===== config.mk =====
export PLATFORM = sky130hd
export DESIGN_NAME = rr_record_top
export DESIGN_NICKNAME = d
export VERILOG_FILES = /design/src/rtl/rr_pkg.sv /design/src/rtl/rr_record_top.sv /design/src/rtl/rr_trace_packer.sv /design/src/rtl/rr_channel_recorder.sv /design/src/rtl/rr_log_fifo.sv
export SDC_FILE = /design/constraint.sdc
export NUM_CORES = 1
export LEC_CHECK = 0
export BUFFER_PORTS_ARGS = -buffer_cell sky130_fd_sc_hd__buf_2
export CELL_PAD_IN_SITES_DETAIL_PLACEMENT = 1
export CELL_PAD_IN_SITES_GLOBAL_PLACEMENT = 1
export CORE_ASPECT_RATIO = 0.8
export CORE_UTILIZATION = 50
export CTS_BUF_LIST = sky130_fd_sc_hd__clkbuf_8
export DETAILED_ROUTE_END_ITERATION = 7
export GPL_TIMING_DRIVEN = 0
export PLACE_DENSITY = 0.85
export SLEW_MARGIN = 20
export SYNTH_ARGS = -nofsm -noshare
export SYNTH_HDL_FRONTEND = slang
export SYNTH_HIERARCHICAL = 1
export SYNTH_SLANG_ARGS = --single-unit

===== constraint.sdc =====
create_clock -name clk -period 9.4 [get_ports clk]
set_input_delay 0.94 -clock clk [delete_from_list [all_inputs] [get_ports clk]]
set_output_delay 0.94 -clock clk [all_outputs]
set_load 0.02 [all_outputs]

===== src/rtl/rr_pkg.sv =====
`default_nettype none

package rr_pkg;

  ////////////////////////////////////////
  // Request widths
  ////////////////////////////////////////

  // AXI-lite style address of one request
  parameter int ADDR_W = 32;
  // Write data carried with the request
  parameter int DATA_W = 32;
  // Running sequence number stamped on every trace word
  parameter int SEQ_W = 16;

  ////////////////////////////////////////
  // Channel order
  ////////////////////////////////////////

  // Bit index in the trace mask and slot index in the trace word
  // Order follows the shell interface order, ocl first
  typedef enum logic [0:0] {
    CH_OCL = 1'b0,
    CH_SDA = 1'b1
  } rr_chan_e;

  // One log slot per enum entry
  parameter int NUM_CH = int'(CH_SDA) + 1;

  ////////////////////////////////////////
  // Payload structs
  ////////////////////////////////////////

  // One request as seen on the shell side
  // Also the log entry, since a logged handshake is just its payload
  typedef struct packed {
    logic [ADDR_W-1:0] addr;
    logic [DATA_W-1:0] data;
  } rr_req_t;

  // Packed trace word handed to the storage side
  // Slots of absent channels are zero and their mask bits low
  typedef struct packed {
    // Stamped at load time, wraps at 2**SEQ_W
    logic [SEQ_W-1:0] seq;
    // One bit per channel, set when that slot holds a logged request
    logic [NUM_CH-1:0] mask;
    // Indexed by rr_chan_e
    rr_req_t [NUM_CH-1:0] slot;
  } rr_trace_t;

endpackage

`default_nettype wire

===== src/rtl/rr_record_top.sv =====
`timescale 1ns/10ps
`default_nettype none

module rr_record_top #(
  parameter int LOG_DEPTH   = 4,
  parameter int MODE_STAGES = 4
) (
  input  logic              clk,
  input  logic              i_rst,
  input  logic              i_record_en,
  // ocl, shell side
  input  logic              i_ocl_valid,
  input  rr_pkg::rr_req_t   i_ocl_req,
  output logic              o_ocl_ready,
  // ocl, user circuit side
  output logic              o_cl_ocl_valid,
  output rr_pkg::rr_req_t   o_cl_ocl_req,
  input  logic              i_cl_ocl_ready,
  // sda, shell side
  input  logic              i_sda_valid,
  input  rr_pkg::rr_req_t   i_sda_req,
  output logic              o_sda_ready,
  // sda, user circuit side
  output logic              o_cl_sda_valid,
  output rr_pkg::rr_req_t   o_cl_sda_req,
  input  logic              i_cl_sda_ready,
  // Trace output
  output logic              o_trace_valid,
  output rr_pkg::rr_trace_t o_trace,
  input  logic              i_trace_ready
);

  // Record enable pipeline
  logic            record_pipe [MODE_STAGES];
  logic            record_en_q;

  // Log heads between recorders and packer
  logic            ocl_log_valid;
  rr_pkg::rr_req_t ocl_log_head;
  logic            ocl_log_pop;
  logic            sda_log_valid;
  rr_pkg::rr_req_t sda_log_head;
  logic            sda_log_pop;

  ////////////////////////////////////////
  // Record enable staging
  ////////////////////////////////////////

  // Both channels must switch on the same edge
  // Stages also give placement slack towards far recorders
  always_ff @(posedge clk) begin
    if (i_rst) begin
      for (int i = 0; i < MODE_STAGES; i++) begin
        record_pipe[i] <= 1'b0;
      end
    end else begin
      record_pipe[0] <= i_record_en;
      for (int i = 1; i < MODE_STAGES; i++) begin
        record_pipe[i] <= record_pipe[i-1];
      end
    end
  end

  assign record_en_q = record_pipe[MODE_STAGES-1];

  ////////////////////////////////////////
  // Channel recorders
  ////////////////////////////////////////

  rr_channel_recorder #(
    .LOG_DEPTH (LOG_DEPTH)
  ) ocl_recorder (
    .clk         (clk),
    .i_rst       (i_rst),
    .i_record_en (record_en_q),
    .i_valid     (i_ocl_valid),
    .i_req       (i_ocl_req),
    .o_ready     (o_ocl_ready),
    .o_cl_valid  (o_cl_ocl_valid),
    .o_cl_req    (o_cl_ocl_req),
    .i_cl_ready  (i_cl_ocl_ready),
    .o_log_valid (ocl_log_valid),
    .o_log_head  (ocl_log_head),
    .i_log_pop   (ocl_log_pop)
  );

  rr_channel_recorder #(
    .LOG_DEPTH (LOG_DEPTH)
  ) sda_recorder (
    .clk         (clk),
    .i_rst       (i_rst),
    .i_record_en (record_en_q),
    .i_valid     (i_sda_valid),
    .i_req       (i_sda_req),
    .o_ready     (o_sda_ready),
    .o_cl_valid  (o_cl_sda_valid),
    .o_cl_req    (o_cl_sda_req),
    .i_cl_ready  (i_cl_sda_ready),
    .o_log_valid (sda_log_valid),
    .o_log_head  (sda_log_head),
    .i_log_pop   (sda_log_pop)
  );

  ////////////////////////////////////////
  // Merge into trace words
  ////////////////////////////////////////

  // Single group2 node, ocl and sda
  rr_trace_packer trace_packer (
    .clk           (clk),
    .i_rst         (i_rst),
    .i_ocl_valid   (ocl_log_valid),
    .i_ocl_head    (ocl_log_head),
    .o_ocl_pop     (ocl_log_pop),
    .i_sda_valid   (sda_log_valid),
    .i_sda_head    (sda_log_head),
    .o_sda_pop     (sda_log_pop),
    .o_trace_valid (o_trace_valid),
    .o_trace       (o_trace),
    .i_trace_ready (i_trace_ready)
  );

endmodule

`default_nettype wire


===== src/rtl/rr_trace_packer.sv =====
`timescale 1ns/10ps
`default_nettype none

module rr_trace_packer (
  input  logic              clk,
  input  logic              i_rst,
  // ocl log head
  input  logic              i_ocl_valid,
  input  rr_pkg::rr_req_t   i_ocl_head,
  output logic              o_ocl_pop,
  // sda log head
  input  logic              i_sda_valid,
  input  rr_pkg::rr_req_t   i_sda_head,
  output logic              o_sda_pop,
  // Trace output with valid/ready handshake
  output logic              o_trace_valid,
  output rr_pkg::rr_trace_t o_trace,
  input  logic              i_trace_ready
);

  // Heads gathered in channel order
  logic [rr_pkg::NUM_CH-1:0]   head_valid;
  rr_pkg::rr_req_t             head_req [rr_pkg::NUM_CH];

  // Output register
  logic                        trace_valid_q;
  rr_pkg::rr_trace_t           trace_q;
  logic [rr_pkg::SEQ_W-1:0]    seq_q;

  // Load control
  logic                        reg_free;
  logic                        load;
  rr_pkg::rr_trace_t           trace_nxt;

  ////////////////////////////////////////
  // Gather heads by channel
  ////////////////////////////////////////

  always_comb begin
    head_valid                   = '0;
    head_valid[rr_pkg::CH_OCL]   = i_ocl_valid;
    head_valid[rr_pkg::CH_SDA]   = i_sda_valid;
    head_req[rr_pkg::CH_OCL]     = i_ocl_head;
    head_req[rr_pkg::CH_SDA]     = i_sda_head;
  end

  ////////////////////////////////////////
  // Load decision
  ////////////////////////////////////////

  // Register empty, or its word leaves on this edge
  assign reg_free = !trace_valid_q || i_trace_ready;

  // Need at least one head to make a word
  assign load = reg_free && (|head_valid);

  // Each present head is consumed together with the load
  assign o_ocl_pop = load && head_valid[rr_pkg::CH_OCL];
  assign o_sda_pop = load && head_valid[rr_pkg::CH_SDA];

  ////////////////////////////////////////
  // Next trace word
  ////////////////////////////////////////

  always_comb begin
    // Absent slots stay zero
    trace_nxt     = '0;
    trace_nxt.seq = seq_q;
    for (int ch = 0; ch < rr_pkg::NUM_CH; ch++) begin
      if (head_valid[ch]) begin
        trace_nxt.mask[ch] = 1'b1;
        trace_nxt.slot[ch] = head_req[ch];
      end
    end
  end

  ////////////////////////////////////////
  // Output register and sequence
  ////////////////////////////////////////

  // Control state
  always_ff @(posedge clk) begin
    if (i_rst) begin
      trace_valid_q <= 1'b0;
      seq_q         <= '0;
    end else begin
      if (load) begin
        trace_valid_q <= 1'b1;
        // One step per word and wraps at the top
        seq_q         <= seq_q + 1'b1;
      end else if (i_trace_ready) begin
        trace_valid_q <= 1'b0;
      end
    end
  end

  // Payload register, loads with each new word
  always_ff @(posedge clk) begin
    if (load) begin
      trace_q <= trace_nxt;
    end
  end

  assign o_trace_valid = trace_valid_q;
  assign o_trace       = trace_q;

  // Back-pressured word must not move
  assert property (@(posedge clk) disable iff (i_rst)
    (o_trace_valid && !i_trace_ready) |=> (o_trace_valid && $stable(o_trace)))
    else $error("trace word changed under back-pressure");

endmodule

`default_nettype wire


===== src/rtl/rr_channel_recorder.sv =====
`timescale 1ns/10ps
`default_nettype none

module rr_channel_recorder #(
  parameter int LOG_DEPTH = 4
) (
  input  logic            clk,
  input  logic            i_rst,
  // Staged record enable, shared with the other channel
  input  logic            i_record_en,
  // Shell side
  input  logic            i_valid,
  input  rr_pkg::rr_req_t i_req,
  output logic            o_ready,
  // User circuit side
  output logic            o_cl_valid,
  output rr_pkg::rr_req_t o_cl_req,
  input  logic            i_cl_ready,
  // Log head towards the trace packer
  output logic            o_log_valid,
  output rr_pkg::rr_req_t o_log_head,
  input  logic            i_log_pop
);

  logic log_full;
  logic log_empty;
  logic log_gate;
  logic accepted;
  logic log_push;

  ////////////////////////////////////////
  // Pass-through
  ////////////////////////////////////////

  // Request reaches the user circuit unchanged in the same cycle
  assign o_cl_valid = i_valid;
  assign o_cl_req   = i_req;

  // Hold the shell off only when a handshake could not be logged
  assign log_gate = i_record_en && log_full;
  assign o_ready  = i_cl_ready && !log_gate;

  // Shell side handshake completes this edge
  assign accepted = i_valid && o_ready;

  ////////////////////////////////////////
  // Logging
  ////////////////////////////////////////

  // Every accepted request is logged while recording
  assign log_push = i_record_en && accepted;

  rr_log_fifo #(
    .LOG_DEPTH (LOG_DEPTH)
  ) log_fifo (
    .clk     (clk),
    .i_rst   (i_rst),
    .i_push  (log_push),
    .i_din   (i_req),
    .i_pop   (i_log_pop),
    .o_dout  (o_log_head),
    .o_empty (log_empty),
    .o_full  (log_full)
  );

  // Head is valid whenever an entry waits
  assign o_log_valid = !log_empty;

  // Full log while recording must stall the shell, or a handshake is lost
  assert property (@(posedge clk) disable iff (i_rst)
    (i_record_en && log_full) |-> !o_ready)
    else $error("shell ready high with recording on and log full");

  // A logged request shows up at the head on the next cycle
  assert property (@(posedge clk) disable iff (i_rst)
    log_push |=> o_log_valid)
    else $error("logged request missing from log head");

endmodule

`default_nettype wire


===== src/rtl/rr_log_fifo.sv =====
`timescale 1ns/10ps
`default_nettype none

module rr_log_fifo #(
  parameter int LOG_DEPTH = 4
) (
  input  logic            clk,
  input  logic            i_rst,
  input  logic            i_push,
  input  rr_pkg::rr_req_t i_din,
  input  logic            i_pop,
  output rr_pkg::rr_req_t o_dout,
  output logic            o_empty,
  output logic            o_full
);

  // Pointers wrap naturally, depth is a power of two
  localparam int PTR_W = $clog2(LOG_DEPTH);
  // Count needs one more value than the pointers
  localparam int CNT_W = $clog2(LOG_DEPTH + 1);

  rr_pkg::rr_req_t  mem [LOG_DEPTH];
  logic [PTR_W-1:0] wr_ptr;
  logic [PTR_W-1:0] rd_ptr;
  logic [CNT_W-1:0] count;

  ////////////////////////////////////////
  // Storage
  ////////////////////////////////////////

  // Entry lands at the tail, visible at the head next cycle
  always_ff @(posedge clk) begin
    if (i_push) begin
      mem[wr_ptr] <= i_din;
    end
  end

  // Head read straight from the array, no output register
  assign o_dout = mem[rd_ptr];

  ////////////////////////////////////////
  // Pointers and occupancy
  ////////////////////////////////////////

  always_ff @(posedge clk) begin
    if (i_rst) begin
      wr_ptr <= '0;
      rd_ptr <= '0;
      count  <= '0;
    end else begin
      if (i_push) begin
        wr_ptr <= wr_ptr + 1'b1;
      end
      if (i_pop) begin
        rd_ptr <= rd_ptr + 1'b1;
      end
      // Simultaneous push and pop leaves the count alone
      if (i_push && !i_pop) begin
        count <= count + 1'b1;
      end else if (!i_push && i_pop) begin
        count <= count - 1'b1;
      end
    end
  end

  assign o_empty = (count == '0);
  assign o_full  = (count == CNT_W'(LOG_DEPTH));

  // Overflow is only legal when the head leaves on the same edge
  assert property (@(posedge clk) disable iff (i_rst) (i_push && o_full) |-> i_pop)
    else $error("log fifo pushed while full");

  // Consumer must only pop a present head
  assert property (@(posedge clk) disable iff (i_rst) i_pop |-> !o_empty)
    else $error("log fifo popped while empty");

endmodule

`default_nettype wire


==> metrics.md, run 1 <==
| Metric | Value |
|---|---|
| DR WL/cell | `24.2 microns` |
| HP Start | `record_pipe[0][1]$_SDFF_PP0_` |
| Syn_area_per_cell | `20.8 sq um` |
| Vias in the first global route | `15,100` |
| Starting Density | `0.507` |
| CTS HTree Levels | `3` |
| Worst hold path type | `flop to flop` |
| Die area | `0.0542 sq mm` |
| Max Clk Rate | `approximately 0.34 GHz` |
| Final HPWL DP | `42.7 mm` |
| PortBufs | `about 410` |
| Ys flop type | `edfxtp_1` |
| Most common cell after layout, fill and taps aside | `edfxtp_1` |
| MaxCap Viol Count | `0` |
| Post-Syn Instances | `1,281` |
| Cell Area, Synth | `around 0.027 sq mm` |
| FF-to-FF Start | `sda_recorder/log_fifo/count[1]$_SDFFE_PP0P_` |
| Final setup fails | `0` |
| Seq cells post-synth | `around 700` |
| Final ANT Viol Nets | `0` |
| Slew headroom | `0.437` |
| GR Util All Layers | `0.234` |
| Post-synth ARST share | `0` |
| Arrival time at the worst endpoint | `about 3600 ps` |
| Routability-driven placement congestion ratio | `just under 0.8` |
| Clk pwr share | `0.250` |
| Most frequent cells in the layout | `edfxtp_1, buf_2, buf_4` |
| Multi-input gate area | `0.00467 sq mm` |
| WL final | `roughly 63 mm` |
| CTS Hold Bufs | `0` |
| Final core occ | `0.609` |
| Max VDD drop | `0.000144 V` |
| WS Path Type | `flop to flop` |
| Register area share after synthesis | `0.771` |
| Placement Setup Slack | `5940 ps` |
| DR DRC count | `0` |
| Worst EP required | `between 9000 and 10,000 ps` |
| Worst Path Max Fanout | `10` |
| Site Rows | `75` |
| DR vias | `~14,000` |
| Lkg Pwr | `approximately 12 nW` |
| Sw Ratio | `0.322` |
| Post-layout min period | `roughly 3000 ps` |
| Initial antenna violation count | `1` |
| Seq pwr share | `0.439` |
| Via-to-Cell Ratio | `5.25` |
| Worst-Margin Slew | `between 800 and 900 ps` |
| Register area | `a little over 0.02 sq mm` |
| CTS Root Cell | `clkbuf_8` |
| Final hold slack | `471 ps` |
| Clock buffer count from CTS | `roughly 110` |
| Pin count of the biggest net entering global routing | `47` |
| Critical Path Source | `sda_recorder/log_fifo/count[1]$_SDFFE_PP0P_` |
| Fin nets | `1,969` |
| Layout cells sized above 1 | `0.453` |
| Startpoint type of the worst setup path | `flop` |
| Grt total ovfl | `0` |
| IO Pins | `415` |
| Final period util | `0.314` |
| Die Ht | `roughly 210 microns` |
| Post-synth net total | `1,430` |
| Clock Sinks | `between 600 and 700` |
| Setup crit end kind | `flop` |
| First-pass GRT wire length | `between 90 and 100 mm` |
| Area Overhead vs Synth | `20.3%` |
| RSZ-0062 raised after global routing | `false` |
| Clock Skew | `25.7 ps` |
| Worst-skew pair later-pin latency | `roughly 680 ps` |
| CTS max path bufs | `3` |
| Power Internal | `between 6 and 7 mW` |
| Synth cell types | `36` |
| Setup TNS | `0 ps` |
| Number of flops mapped to enable cells by yosys | `roughly 660` |
| # Post-CTS Setup Buffers | `0` |
| Combinational group share of total power | `0.311` |
| # resized after CTS | `0` |
| CTS tree | `done` |
| Core Region | `around 0.053 sq mm` |
| Die X | `~260 microns` |
| Switching Power | `slightly above 3 mW` |
| Placed Instances | `between 2,000 and 2,500` |
| Max-slew violation count | `0` |
| Warnings from Yosys | `6` |
| Fillers | `about 4,700` |
| Clock slew at reported path FFs | `~70 ps` |
| PwrDens | `about 290 mW/mm^2` |
| Post-route setup slack | `approximately 6400 ps` |
| Fin. Hold Viols | `0` |
| Non-filler cells, final | `~2,600` |
| TritonRoute pass-1 iters | `5` |
| DRC marker count from the first detailed-route iteration | `between 800 and 900` |
| Outcome | `completed` |
==> stage by stage <==
step | area (sq um) | power (mW)
2_1_floorplan | 26600 | 6.07
4_1_cts | 32000 | 9.51
6_report | 32000 | 9.40
3_3_place_gp | 29600 | 6.75
5_1_grt | 32000 | 9.78
3_5_place_dp | 30000 | 7.15
==> synthesized netlist by cell type, drive strengths merged, types with 5 or more instances <==
master	number	share of area
dfxtp	39	0.029
xor2	7	0.0023
edfxtp	658	0.74
nor2b	7	0.0016
or4	5	0.0014
and2	136	0.032
xnor2	10	0.0033
mux4	128	0.11
o31ai	5	0.0014
inv	12	0.0017
clkbuf	22	0.0032
o21ai	6	0.0011
a21oi	11	0.0021
nor2	24	0.0035
buf	158	0.049
or3	7	0.0016
ha	11	0.0052
nand2	7	0.00099
==> flip-flops by register name (all words and copies together), names as in the netlist, 2 cells and up, named ones only <==
signal,count
sda_recorder/log_fifo/rd_ptr,2
ocl_recorder/log_fifo/mem,256
trace_packer/o_trace,146
trace_packer/seq_q,16
ocl_recorder/log_fifo/rd_ptr,2
sda_recorder/log_fifo/mem,256
ocl_recorder/log_fifo/wr_ptr,2
sda_recorder/log_fifo/wr_ptr,2
ocl_recorder/log_fifo/count,3
record_pipe,4
sda_recorder/log_fifo/count,3
==> metal layers <==
layer	part of all wire	wire length, microns	GRT usage
met2	0.53	33400	0.408
met5	0	0	0
met3	0.040	2500	0.0361
met4	0.024	1490	0.0793
met1	0.41	25500	0.299
==> critical path, stage by stage (launching register included) <==
cell and delay, ps:
dfxtp_1 340, nor3_1 200, inv_1 190, clkbuf_1 430, nor2b_1 310, inv_1 90
ha_1 170, inv_1 70, fa_1 420, xor2_1 180, or3_1 320, a21oi_1 150
==> kinds of logic after synthesis <==
group / Yosys count / synth area share
fa+ha+maj: 13 / 0.00667
xor+xnor: 17 / 0.00559
simple gates: 206 / 0.0462
compound gates: 24 / 0.00517
flops: 697 / 0.771
mux: 132 / 0.111
buf+inv: 192 / 0.0540
==> final timing paths <==
check	end	depth (start not counted)	slack, ps
setup / recovery	sda_recorder/log_fifo/count[2]$_SDFFE_PP0P_	11	6450
hold reg to reg	record_pipe[0][2]$_SDFF_PP0_	1	470
hold / removal	record_pipe[0][2]$_SDFF_PP0_	1	470
setup reg to reg	sda_recorder/log_fifo/count[2]$_SDFFE_PP0P_	11	6450
==> area by class of cell <==
cell class / instances / area share
repair buffers: 430 / 0.0778
diodes: 3 / 0.000234
clock buffers: 113 / 0.0486
plain buffers: 180 / 0.0435
clock inverters: 84 / 0.0139
well taps: 693 / 0.0271
multi-input cells: 392 / 0.146
flip-flops and latches: 697 / 0.642
inverters: 12 / 0.00141
==> power by group through the flow <==
stage                     clock (mW)  sequential, mW  combinational [mW]
after floorplan                    0            4.71                1.36
after global placement             0            4.23                2.53
after detailed placement           0            4.19                2.96
after CTS                       2.41            4.13                2.97
after global routing            2.52            4.16                3.10
final                           2.35            4.12                2.93
Note: power is estimated with default switching activity, not from simulation.
==> run 2, diff against run 1 <==
--- a/config.mk
+++ b/config.mk
@@ -5,15 +5,16 @@
 export SDC_FILE = /design/constraint.sdc
 export NUM_CORES = 1
 export LEC_CHECK = 0
+export ABC_AREA = 1
 export BUFFER_PORTS_ARGS = -buffer_cell sky130_fd_sc_hd__buf_2
 export CELL_PAD_IN_SITES_DETAIL_PLACEMENT = 1
 export CELL_PAD_IN_SITES_GLOBAL_PLACEMENT = 1
 export CORE_ASPECT_RATIO = 0.8
-export CORE_UTILIZATION = 50
+export CORE_UTILIZATION = 43
 export CTS_BUF_LIST = sky130_fd_sc_hd__clkbuf_8
 export DETAILED_ROUTE_END_ITERATION = 7
 export GPL_TIMING_DRIVEN = 0
-export PLACE_DENSITY = 0.85
+export PLACE_DENSITY = 0.82
 export SLEW_MARGIN = 20
 export SYNTH_ARGS = -nofsm -noshare
 export SYNTH_HDL_FRONTEND = slang
==> constraint.sdc (replaced) <==
create_clock -name clk -period 2.7 [get_ports clk]
set_input_delay 0.27 -clock clk [delete_from_list [all_inputs] [get_ports clk]]
set_output_delay 0.27 -clock clk [all_outputs]
set_load 0.02 [all_outputs]
==> metrics.md, run 2 <==
| Metric | Value |
|---|---|
| Max VDD drop | `~0.00051 V` |
| Site Rows | `82` |
| Lkg Pwr | `between 10 and 15 nW` |
| Critical Path Source | `ocl_recorder/log_fifo/count[1]$_SDFFE_PP0P_` |
| Worst EP required | `about 3300 ps` |
| CTS max path bufs | `3` |
| Clock Skew | `roughly 38 ps` |
| FF-to-FF Start | `ocl_recorder/log_fifo/count[1]$_SDFFE_PP0P_` |
| WS Path Type | `flop to flop` |
| Worst-Margin Slew | `a little under 600 ps` |
| Layout cells sized above 1 | `0.282` |
| Sw Ratio | `0.365` |
| Top-area cell type share of the netlist area | `0.723` |
| Synth cell types | `30` |
| Worst-skew pair later-pin latency | `roughly 730 ps` |
| Power Internal | `between 20 and 25 mW` |
| Combinational group share of total power | `0.325` |
| Post-synth ARST share | `0` |
| CTS tree | `done` |
| Final period util | `0.796` |
| Worst Hold Path EP | `sda_recorder/log_fifo/wr_ptr[0]$_SDFFE_PP0P_` |
| Setup slack, reg-to-reg | `550 ps` |
| Count leader, synth | `edfxtp_1` |
| MaxCap Viol Count | `0` |
| Register area | `slightly above 0.02 sq mm` |
| Seq pwr share | `0.421` |
| Final setup fails | `0` |
| Die X | `roughly 280 microns` |
| DRC marker count from the first detailed-route iteration | `1,459` |
| Ys flop type | `edfxtp_1` |
| Area Overhead vs Synth | `25.4%` |
| Seq cells post-synth | `697` |
| Clk pwr share | `0.254` |
| Arrival time at the worst endpoint | `2750 ps` |
| Clock Sinks | `697` |
| Worst r2r path cells | `10` |
| Final ANT Viol Nets | `0` |
| DR WL/cell | `about 22 microns` |
| Largest area contributor in the netlist | `edfxtp_1` |
| Die area | `~0.065 sq mm` |
| Cell Area, Synth | `0.0273 sq mm` |
| # Post-CTS Setup Buffers | `0` |
| Clock slew at reported path FFs | `approximately 60 ps` |
| Max-slew violation count | `0` |
| PortBufs | `roughly 410` |
| Warnings from Yosys | `6` |
| RSZ-0062 raised after global routing | `false` |
| Post-synth net total | `between 2,000 and 2,500` |
| Switching Power | `roughly 12 mW` |
| Fillers | `6,418` |
| TritonRoute pass-1 iters | `5` |
| Tot Pwr | `33.9 mW` |
| Multi-input gate area | `0.00447 sq mm` |
| # resized after CTS | `0` |
| Worst Path Max Fanout | `4` |
| Placement Setup Slack | `slightly above 500 ps` |
| GR Util All Layers | `0.248` |
| Syn_area_per_cell | `13.3 sq um` |
| PwrDens | `988 mW/mm^2` |
| Core Region | `approximately 0.063 sq mm` |
| Most common cell after layout, fill and taps aside | `edfxtp_1` |
| Post-Syn Instances | `between 2,000 and 2,500` |
| Number of flops mapped to enable cells by yosys | `658` |
| First-pass GRT wire length | `around 120 mm` |
| Fin nets | `~2,900` |
| Setup crit end kind | `flop` |
| Post-layout min period | `between 2000 and 2500 ps` |
| Final HPWL DP | `roughly 50 mm` |
| CTS Root Cell | `clkbuf_8` |
| Starting Density | `0.436` |
| Fin. Hold Viols | `0` |
| Worst hold path depth | `5` |
| IO Pins | `415` |
| CTS HTree Levels | `3` |
| Die Ht | `roughly 230 microns` |
| Startpoint type of the worst setup path | `flop` |
| Register area share after synthesis | `0.751` |
| Worst hold path type | `primary input to flop` |
| Max Clk Rate | `about 0.47 GHz` |
| Ranking of synthesized cells by area | `edfxtp_1, nor2_1, buf_4, o22ai_1, o21ai_0` |
| Initial antenna violation count | `2` |
| Non-filler cells, final | `roughly 3,700` |
| DR vias | `roughly 19,000` |
| Pin count of the biggest net entering global routing | `46` |
| HP Start | `i_sda_valid` |
| Most frequent cells in the layout | `edfxtp_1, buf_2, nor2_1` |
| FF-to-FF End | `ocl_recorder/log_fifo/count[1]$_SDFFE_PP0P_` |
| WL final | `81.5 mm` |
| Vias in the first global route | `approximately 21,000` |
| Clock buffer count from CTS | `~110` |
| Placed Instances | `about 3,300` |
| DR DRC count | `0` |
| Slew headroom | `0.610` |
| Via-to-Cell Ratio | `5.22` |
| Routability-driven placement congestion ratio | `around 0.79` |
| Post-synth top cells | `edfxtp_1, nor2_1, inv_1` |
| Outcome | `completed` |
| Grt total ovfl | `0` |
| Post-route setup slack | `between 500 and 600 ps` |
==> run 2: changes by cell type after synthesis, sizes merged, moves of 7 or more <==
cell | previous run | this run
clkbuf | 22 | 34
inv | 12 | 187
o21ai | 6 | 274
xnor2 | 10 | 0
nor2 | 24 | 308
nor2b | 7 | 0
buf | 158 | 193
o22ai | 0 | 128
and2 | 136 | 1
mux4 | 128 | 0
or3 | 7 | 0
nand2 | 7 | 182
==> run 2: worst max-delay path: stages (launching register included) <==
cell and delay [ps]:
dfxtp_2 380, nor3_2 60, inv_1 220, inv_2 70, nor2_1 250, inv_1 80, ha_1 200, inv_1 90
fa_1 400, o21ai_0 210, nor2_1 80
==> run 2: what timing repair did <==
action	CTS	global route
setup endpoints to repair	0	0
hold buffers	135	0
hold endpoints to repair	526	0
==> run 2: worst max path at each step <==
stage	to	slack [ps]	cells past startpoint
global placement	trace_packer/seq_q[8]$_SDFFE_PP0P_	-2330	7
finish	ocl_recorder/log_fifo/count[1]$_SDFFE_PP0P_	550	10
floorplan	trace_packer/seq_q[4]$_SDFFE_PP0P_	-700	7
global route	sda_recorder/log_fifo/count[2]$_SDFFE_PP0P_	390	14
CTS	sda_recorder/log_fifo/mem[1][5]$_DFFE_PP_	480	8
detailed placement	sda_recorder/log_fifo/mem[1][62]$_DFFE_PP_	510	8
==> run 2: logic make-up (layout without fill, tap and decap cells) <==
group | after synthesis | in the layout | share of synthesized area
compound gates | 418 | 418 | 0.0825
xor+xnor | 2 | 2 | 0.000641
fa+ha+maj | 13 | 13 | 0.00650
buf+inv | 416 | 1172 | 0.0853
flops | 697 | 697 | 0.751
other cells | 0 | 2 | 0
simple gates | 512 | 512 | 0.0737
==> run 2: routing by layer <==
layer,up-vias,wire [microns],track usage
li1,8472,-,-
met1,9654,30900,0.285
met2,789,42300,0.451
met3,179,5670,0.0579
met4,0,2560,0.0957
met5,-,0,0
==> run 2: power groups by stage <==
stage	sequential, mW	combinational [mW]	clock (mW)
floorplan	15.9	4.86	0
global placement	14.4	9.54	0
finish	14.3	11.0	8.59
CTS	14.2	10.9	8.71
global route	14.4	11.8	9.17
detailed placement	14.4	10.6	0
==> run 2: layout make-up <==
| cell class | count | share of cell area |
|---|---|---|
| Inverter | 189 | 0.0214 |
| Multi-Input combinational cell | 945 | 0.130 |
| Tap cell | 840 | 0.0307 |
| Buffer | 227 | 0.0472 |
| Sequential cell | 697 | 0.599 |
| Antenna cell | 2 | 0.000146 |
| Clock buffer | 115 | 0.0462 |
| Timing Repair Buffer | 565 | 0.111 |
| Clock inverter | 76 | 0.0135 |
==> run 2: per-stage QoR <==
step           area, sq um  hold WS, ps   util  setup TNS (ps)
2_1_floorplan        27300          333      -          -81320
3_3_place_gp         30500          391  0.486         -799640
3_5_place_dp         30900          401  0.493               0
4_1_cts              34300         1.38  0.547               0
5_1_grt              34300         65.1  0.547               0
6_report             34300         78.0  0.547               0
==> run 3, diff against run 2 <==
--- a/config.mk
+++ b/config.mk
@@ -10,11 +10,11 @@
 export CELL_PAD_IN_SITES_DETAIL_PLACEMENT = 1
 export CELL_PAD_IN_SITES_GLOBAL_PLACEMENT = 1
 export CORE_ASPECT_RATIO = 0.8
-export CORE_UTILIZATION = 43
+export CORE_UTILIZATION = 48
 export CTS_BUF_LIST = sky130_fd_sc_hd__clkbuf_8
 export DETAILED_ROUTE_END_ITERATION = 7
 export GPL_TIMING_DRIVEN = 0
-export PLACE_DENSITY = 0.82
+export PLACE_DENSITY = 0.86
 export SLEW_MARGIN = 20
 export SYNTH_ARGS = -nofsm -noshare
 export SYNTH_HDL_FRONTEND = slang
==> constraint.sdc (replaced) <==
create_clock -name clk -period 2.15 [get_ports clk]
set_input_delay 0.215 -clock clk [delete_from_list [all_inputs] [get_ports clk]]
set_output_delay 0.215 -clock clk [all_outputs]
set_load 0.02 [all_outputs]
==> metrics.md, run 3 (synthesis gave the netlist of run 2 again) <==
| Metric | Value |
|---|---|
| Outcome | `complete, but fails checks` |
| Failing checks | `negative setup slack` |
| Worst EP required | `2730 ps` |
| RSZ-0062 raised after global routing | `true` |
| Slew headroom | `0.567` |
| Lkg Pwr | `~14 nW` |
| Setup slack, reg-to-reg | `-70 ps` |
| WL final | `around 95 mm` |
| CTS max path bufs | `3` |
| First-pass GRT wire length | `between 100 and 150 mm` |
| Final period util | `1.03` |
| Die area | `about 0.058 sq mm` |
| Post-layout min period | `~2200 ps` |
| Site Rows | `77` |
| TritonRoute pass-1 iters | `6` |
| Area Overhead vs Synth | `26.1%` |
| Clock buffer count from CTS | `between 100 and 150` |
| Crit-path max cell delay | `about 440 ps` |
| Fin nets | `slightly below 3,000` |
| Worst r2r path cells | `10` |
| Worst Path Buf+Inv | `2` |
| Worst hold path type | `primary input to flop` |
| Vias in the first global route | `around 22,000` |
| Post-route setup slack | `-68.5 ps` |
| Final HPWL DP | `~53 mm` |
| Worst-Margin Slew | `about 650 ps` |
| Seq pwr share | `0.418` |
| Sw Ratio | `0.388` |
| Crit-path cells | `inv_2 > nor3_1 > nand2_1 > nand2_2 > nor2_4 > ha_4 > inv_1 > fa_1 > o21ai_0 > nor2_1` |
| Worst hold path depth | `2` |
| Worst-skew pair later-pin latency | `750 ps` |
| CTS Root Cell | `clkbuf_8` |
| Setup TNS | `-90.1 ps` |
| DR WL/cell | `about 26 microns` |
| Clock Sinks | `697` |
| Switching Power | `~17 mW` |
| Most frequent cells in the layout | `edfxtp_1, buf_2, nor2_1` |
| DRC marker count from the first detailed-route iteration | `between 2,000 and 2,500` |
| PwrDens | `1250 mW/mm^2` |
| DR vias | `around 20,000` |
| Worst Hold Path EP | `ocl_recorder/log_fifo/mem[0][39]$_DFFE_PP_` |
| Grt total ovfl | `0` |
| WS Path Type | `flop to flop` |
| Clk pwr share | `0.245` |
| Core Region | `around 0.056 sq mm` |
| Routability-driven placement congestion ratio | `~0.79` |
| Non-filler cells, final | `approximately 3,600` |
| Via-to-Cell Ratio | `5.67` |
| FF-to-FF Start | `ocl_recorder/log_fifo/count[2]$_SDFFE_PP0P_` |
| Die X | `roughly 270 microns` |
| Combinational group share of total power | `0.337` |
| CTS HTree Levels | `3` |
| Starting Density | `0.490` |
| Clock Skew | `52.7 ps` |
| Layout cells sized above 1 | `0.290` |
| Worst Path Max Fanout | `6` |
| Fin. Hold Viols | `0` |
| Top delay family on crit path | `adder cells` |
| GR Util All Layers | `0.328` |
| PortBufs | `about 410` |
| Most common cell after layout, fill and taps aside | `edfxtp_1` |
| Max VDD drop | `0.000847 V` |
| Final hold slack | `247 ps` |
| Fillers | `~5,600` |
| Die Ht | `about 220 microns` |
| Arrival time at the worst endpoint | `2800 ps` |
| Tot Pwr | `approximately 43 mW` |
| IO Pins | `415` |
| Placed Instances | `between 3,000 and 4,000` |
| Initial antenna violation count | `1` |
| CTS tree | `done` |
| HP Start | `i_ocl_req[39]` |
| MaxCap Viol Count | `0` |
| Final ANT Viol Nets | `0` |
| Clock slew at reported path FFs | `around 80 ps` |
| Max Clk Rate | `~0.45 GHz` |
| Setup crit end kind | `flop` |
| FF-to-FF End | `ocl_recorder/log_fifo/count[1]$_SDFFE_PP0P_` |
| Max-slew violation count | `0` |
| DR DRC count | `0` |
| Startpoint type of the worst setup path | `flop` |
| Worst path slowest cell | `dfxtp_1` |
| Power Internal | `~26 mW` |
| Final setup fails | `2` |
| Pin count of the biggest net entering global routing | `29` |
[run 3: power groups by stage]
stage / Sequential, mW / Combinational, mW / Clock, mW
after global routing: 18.2 / 15.3 / 11.1
after floorplan: 19.9 / 6.08 / 0
after detailed placement: 18.2 / 13.3 / 0
after CTS: 18.0 / 13.8 / 10.3
final: 18.1 / 14.6 / 10.6
after global placement: 18.0 / 11.7 / 0
[run 3: how the worst max path moves through the flow]
stage | cells past startpoint | slack (ps) | endpoint | from
after floorplan | 7 | -1250 | trace_packer/seq_q[4]$_SDFFE_PP0P_ | ocl_recorder/log_fifo/count[0]$_SDFFE_PP0P_
after global placement | 7 | -2630 | trace_packer/seq_q[14]$_SDFFE_PP0P_ | sda_recorder/log_fifo/count[0]$_SDFFE_PP0P_
after detailed placement | 9 | -250 | sda_recorder/log_fifo/mem[3][49]$_DFFE_PP_ | sda_recorder/log_fifo/count[2]$_SDFFE_PP0P_
after CTS | 14 | 30 | sda_recorder/log_fifo/count[2]$_SDFFE_PP0P_ | sda_recorder/log_fifo/count[1]$_SDFFE_PP0P_
after global routing | 14 | -170 | sda_recorder/log_fifo/count[2]$_SDFFE_PP0P_ | sda_recorder/log_fifo/count[2]$_SDFFE_PP0P_
final | 10 | -70 | ocl_recorder/log_fifo/count[1]$_SDFFE_PP0P_ | ocl_recorder/log_fifo/count[2]$_SDFFE_PP0P_
[run 3: final cells by class]
cell class                 instances  area [sq um]  share of cell area
multi-input combinational        945          4520               0.131
timing repair inverter             3          22.5            0.000653
sequential                       697         20500               0.596
tap                              750           938              0.0272
timing repair buffer             598          4180               0.121
buffer                           227          1620              0.0469
clock buffer                     110          1510              0.0439
inverter                         189           744              0.0216
antenna                            1          2.50           0.0000726
clock inverter                    87           399              0.0116
[run 3: metal layers]
layer  track usage  part of all wire
met1         0.372              0.34
met2         0.575              0.51
met3        0.0749             0.090
met4         0.170             0.054
met5             0                 0
[run 3: timing repair]
| action | in CTS | in global routing |
|---|---|---|
| gates cloned | 3 | 0 |
| endpoints found under the hold margin | 526 | 0 |
| gates resized for setup | 2 | 16 |
| setup endpoints to repair | 176 | 251 |
| pin swaps | 1 | 2 |
| hold buffers | 136 | 0 |
| setup buffers | 7 | 17 |
[run 3: worst register-to-register path, stage by stage (launching register included)]
cell and delay [ps]:
dfxtp_1 440, inv_2 80, nor3_1 140, nand2_1 100, nand2_2 110, nor2_4 80
ha_4 170, inv_1 100, fa_1 440, o21ai_0 350, nor2_1 90
[run 3: through the flow]
stage / instance area [sq um] / setup slack (ps) / util
floorplan: 27400 / -1250 / -
global placement: 30400 / -2630 / 0.545
detailed placement: 31000 / -255 / 0.555
CTS: 34300 / 27.7 / 0.615
global route: 34500 / -167 / 0.618
finish: 34500 / -68.5 / 0.618
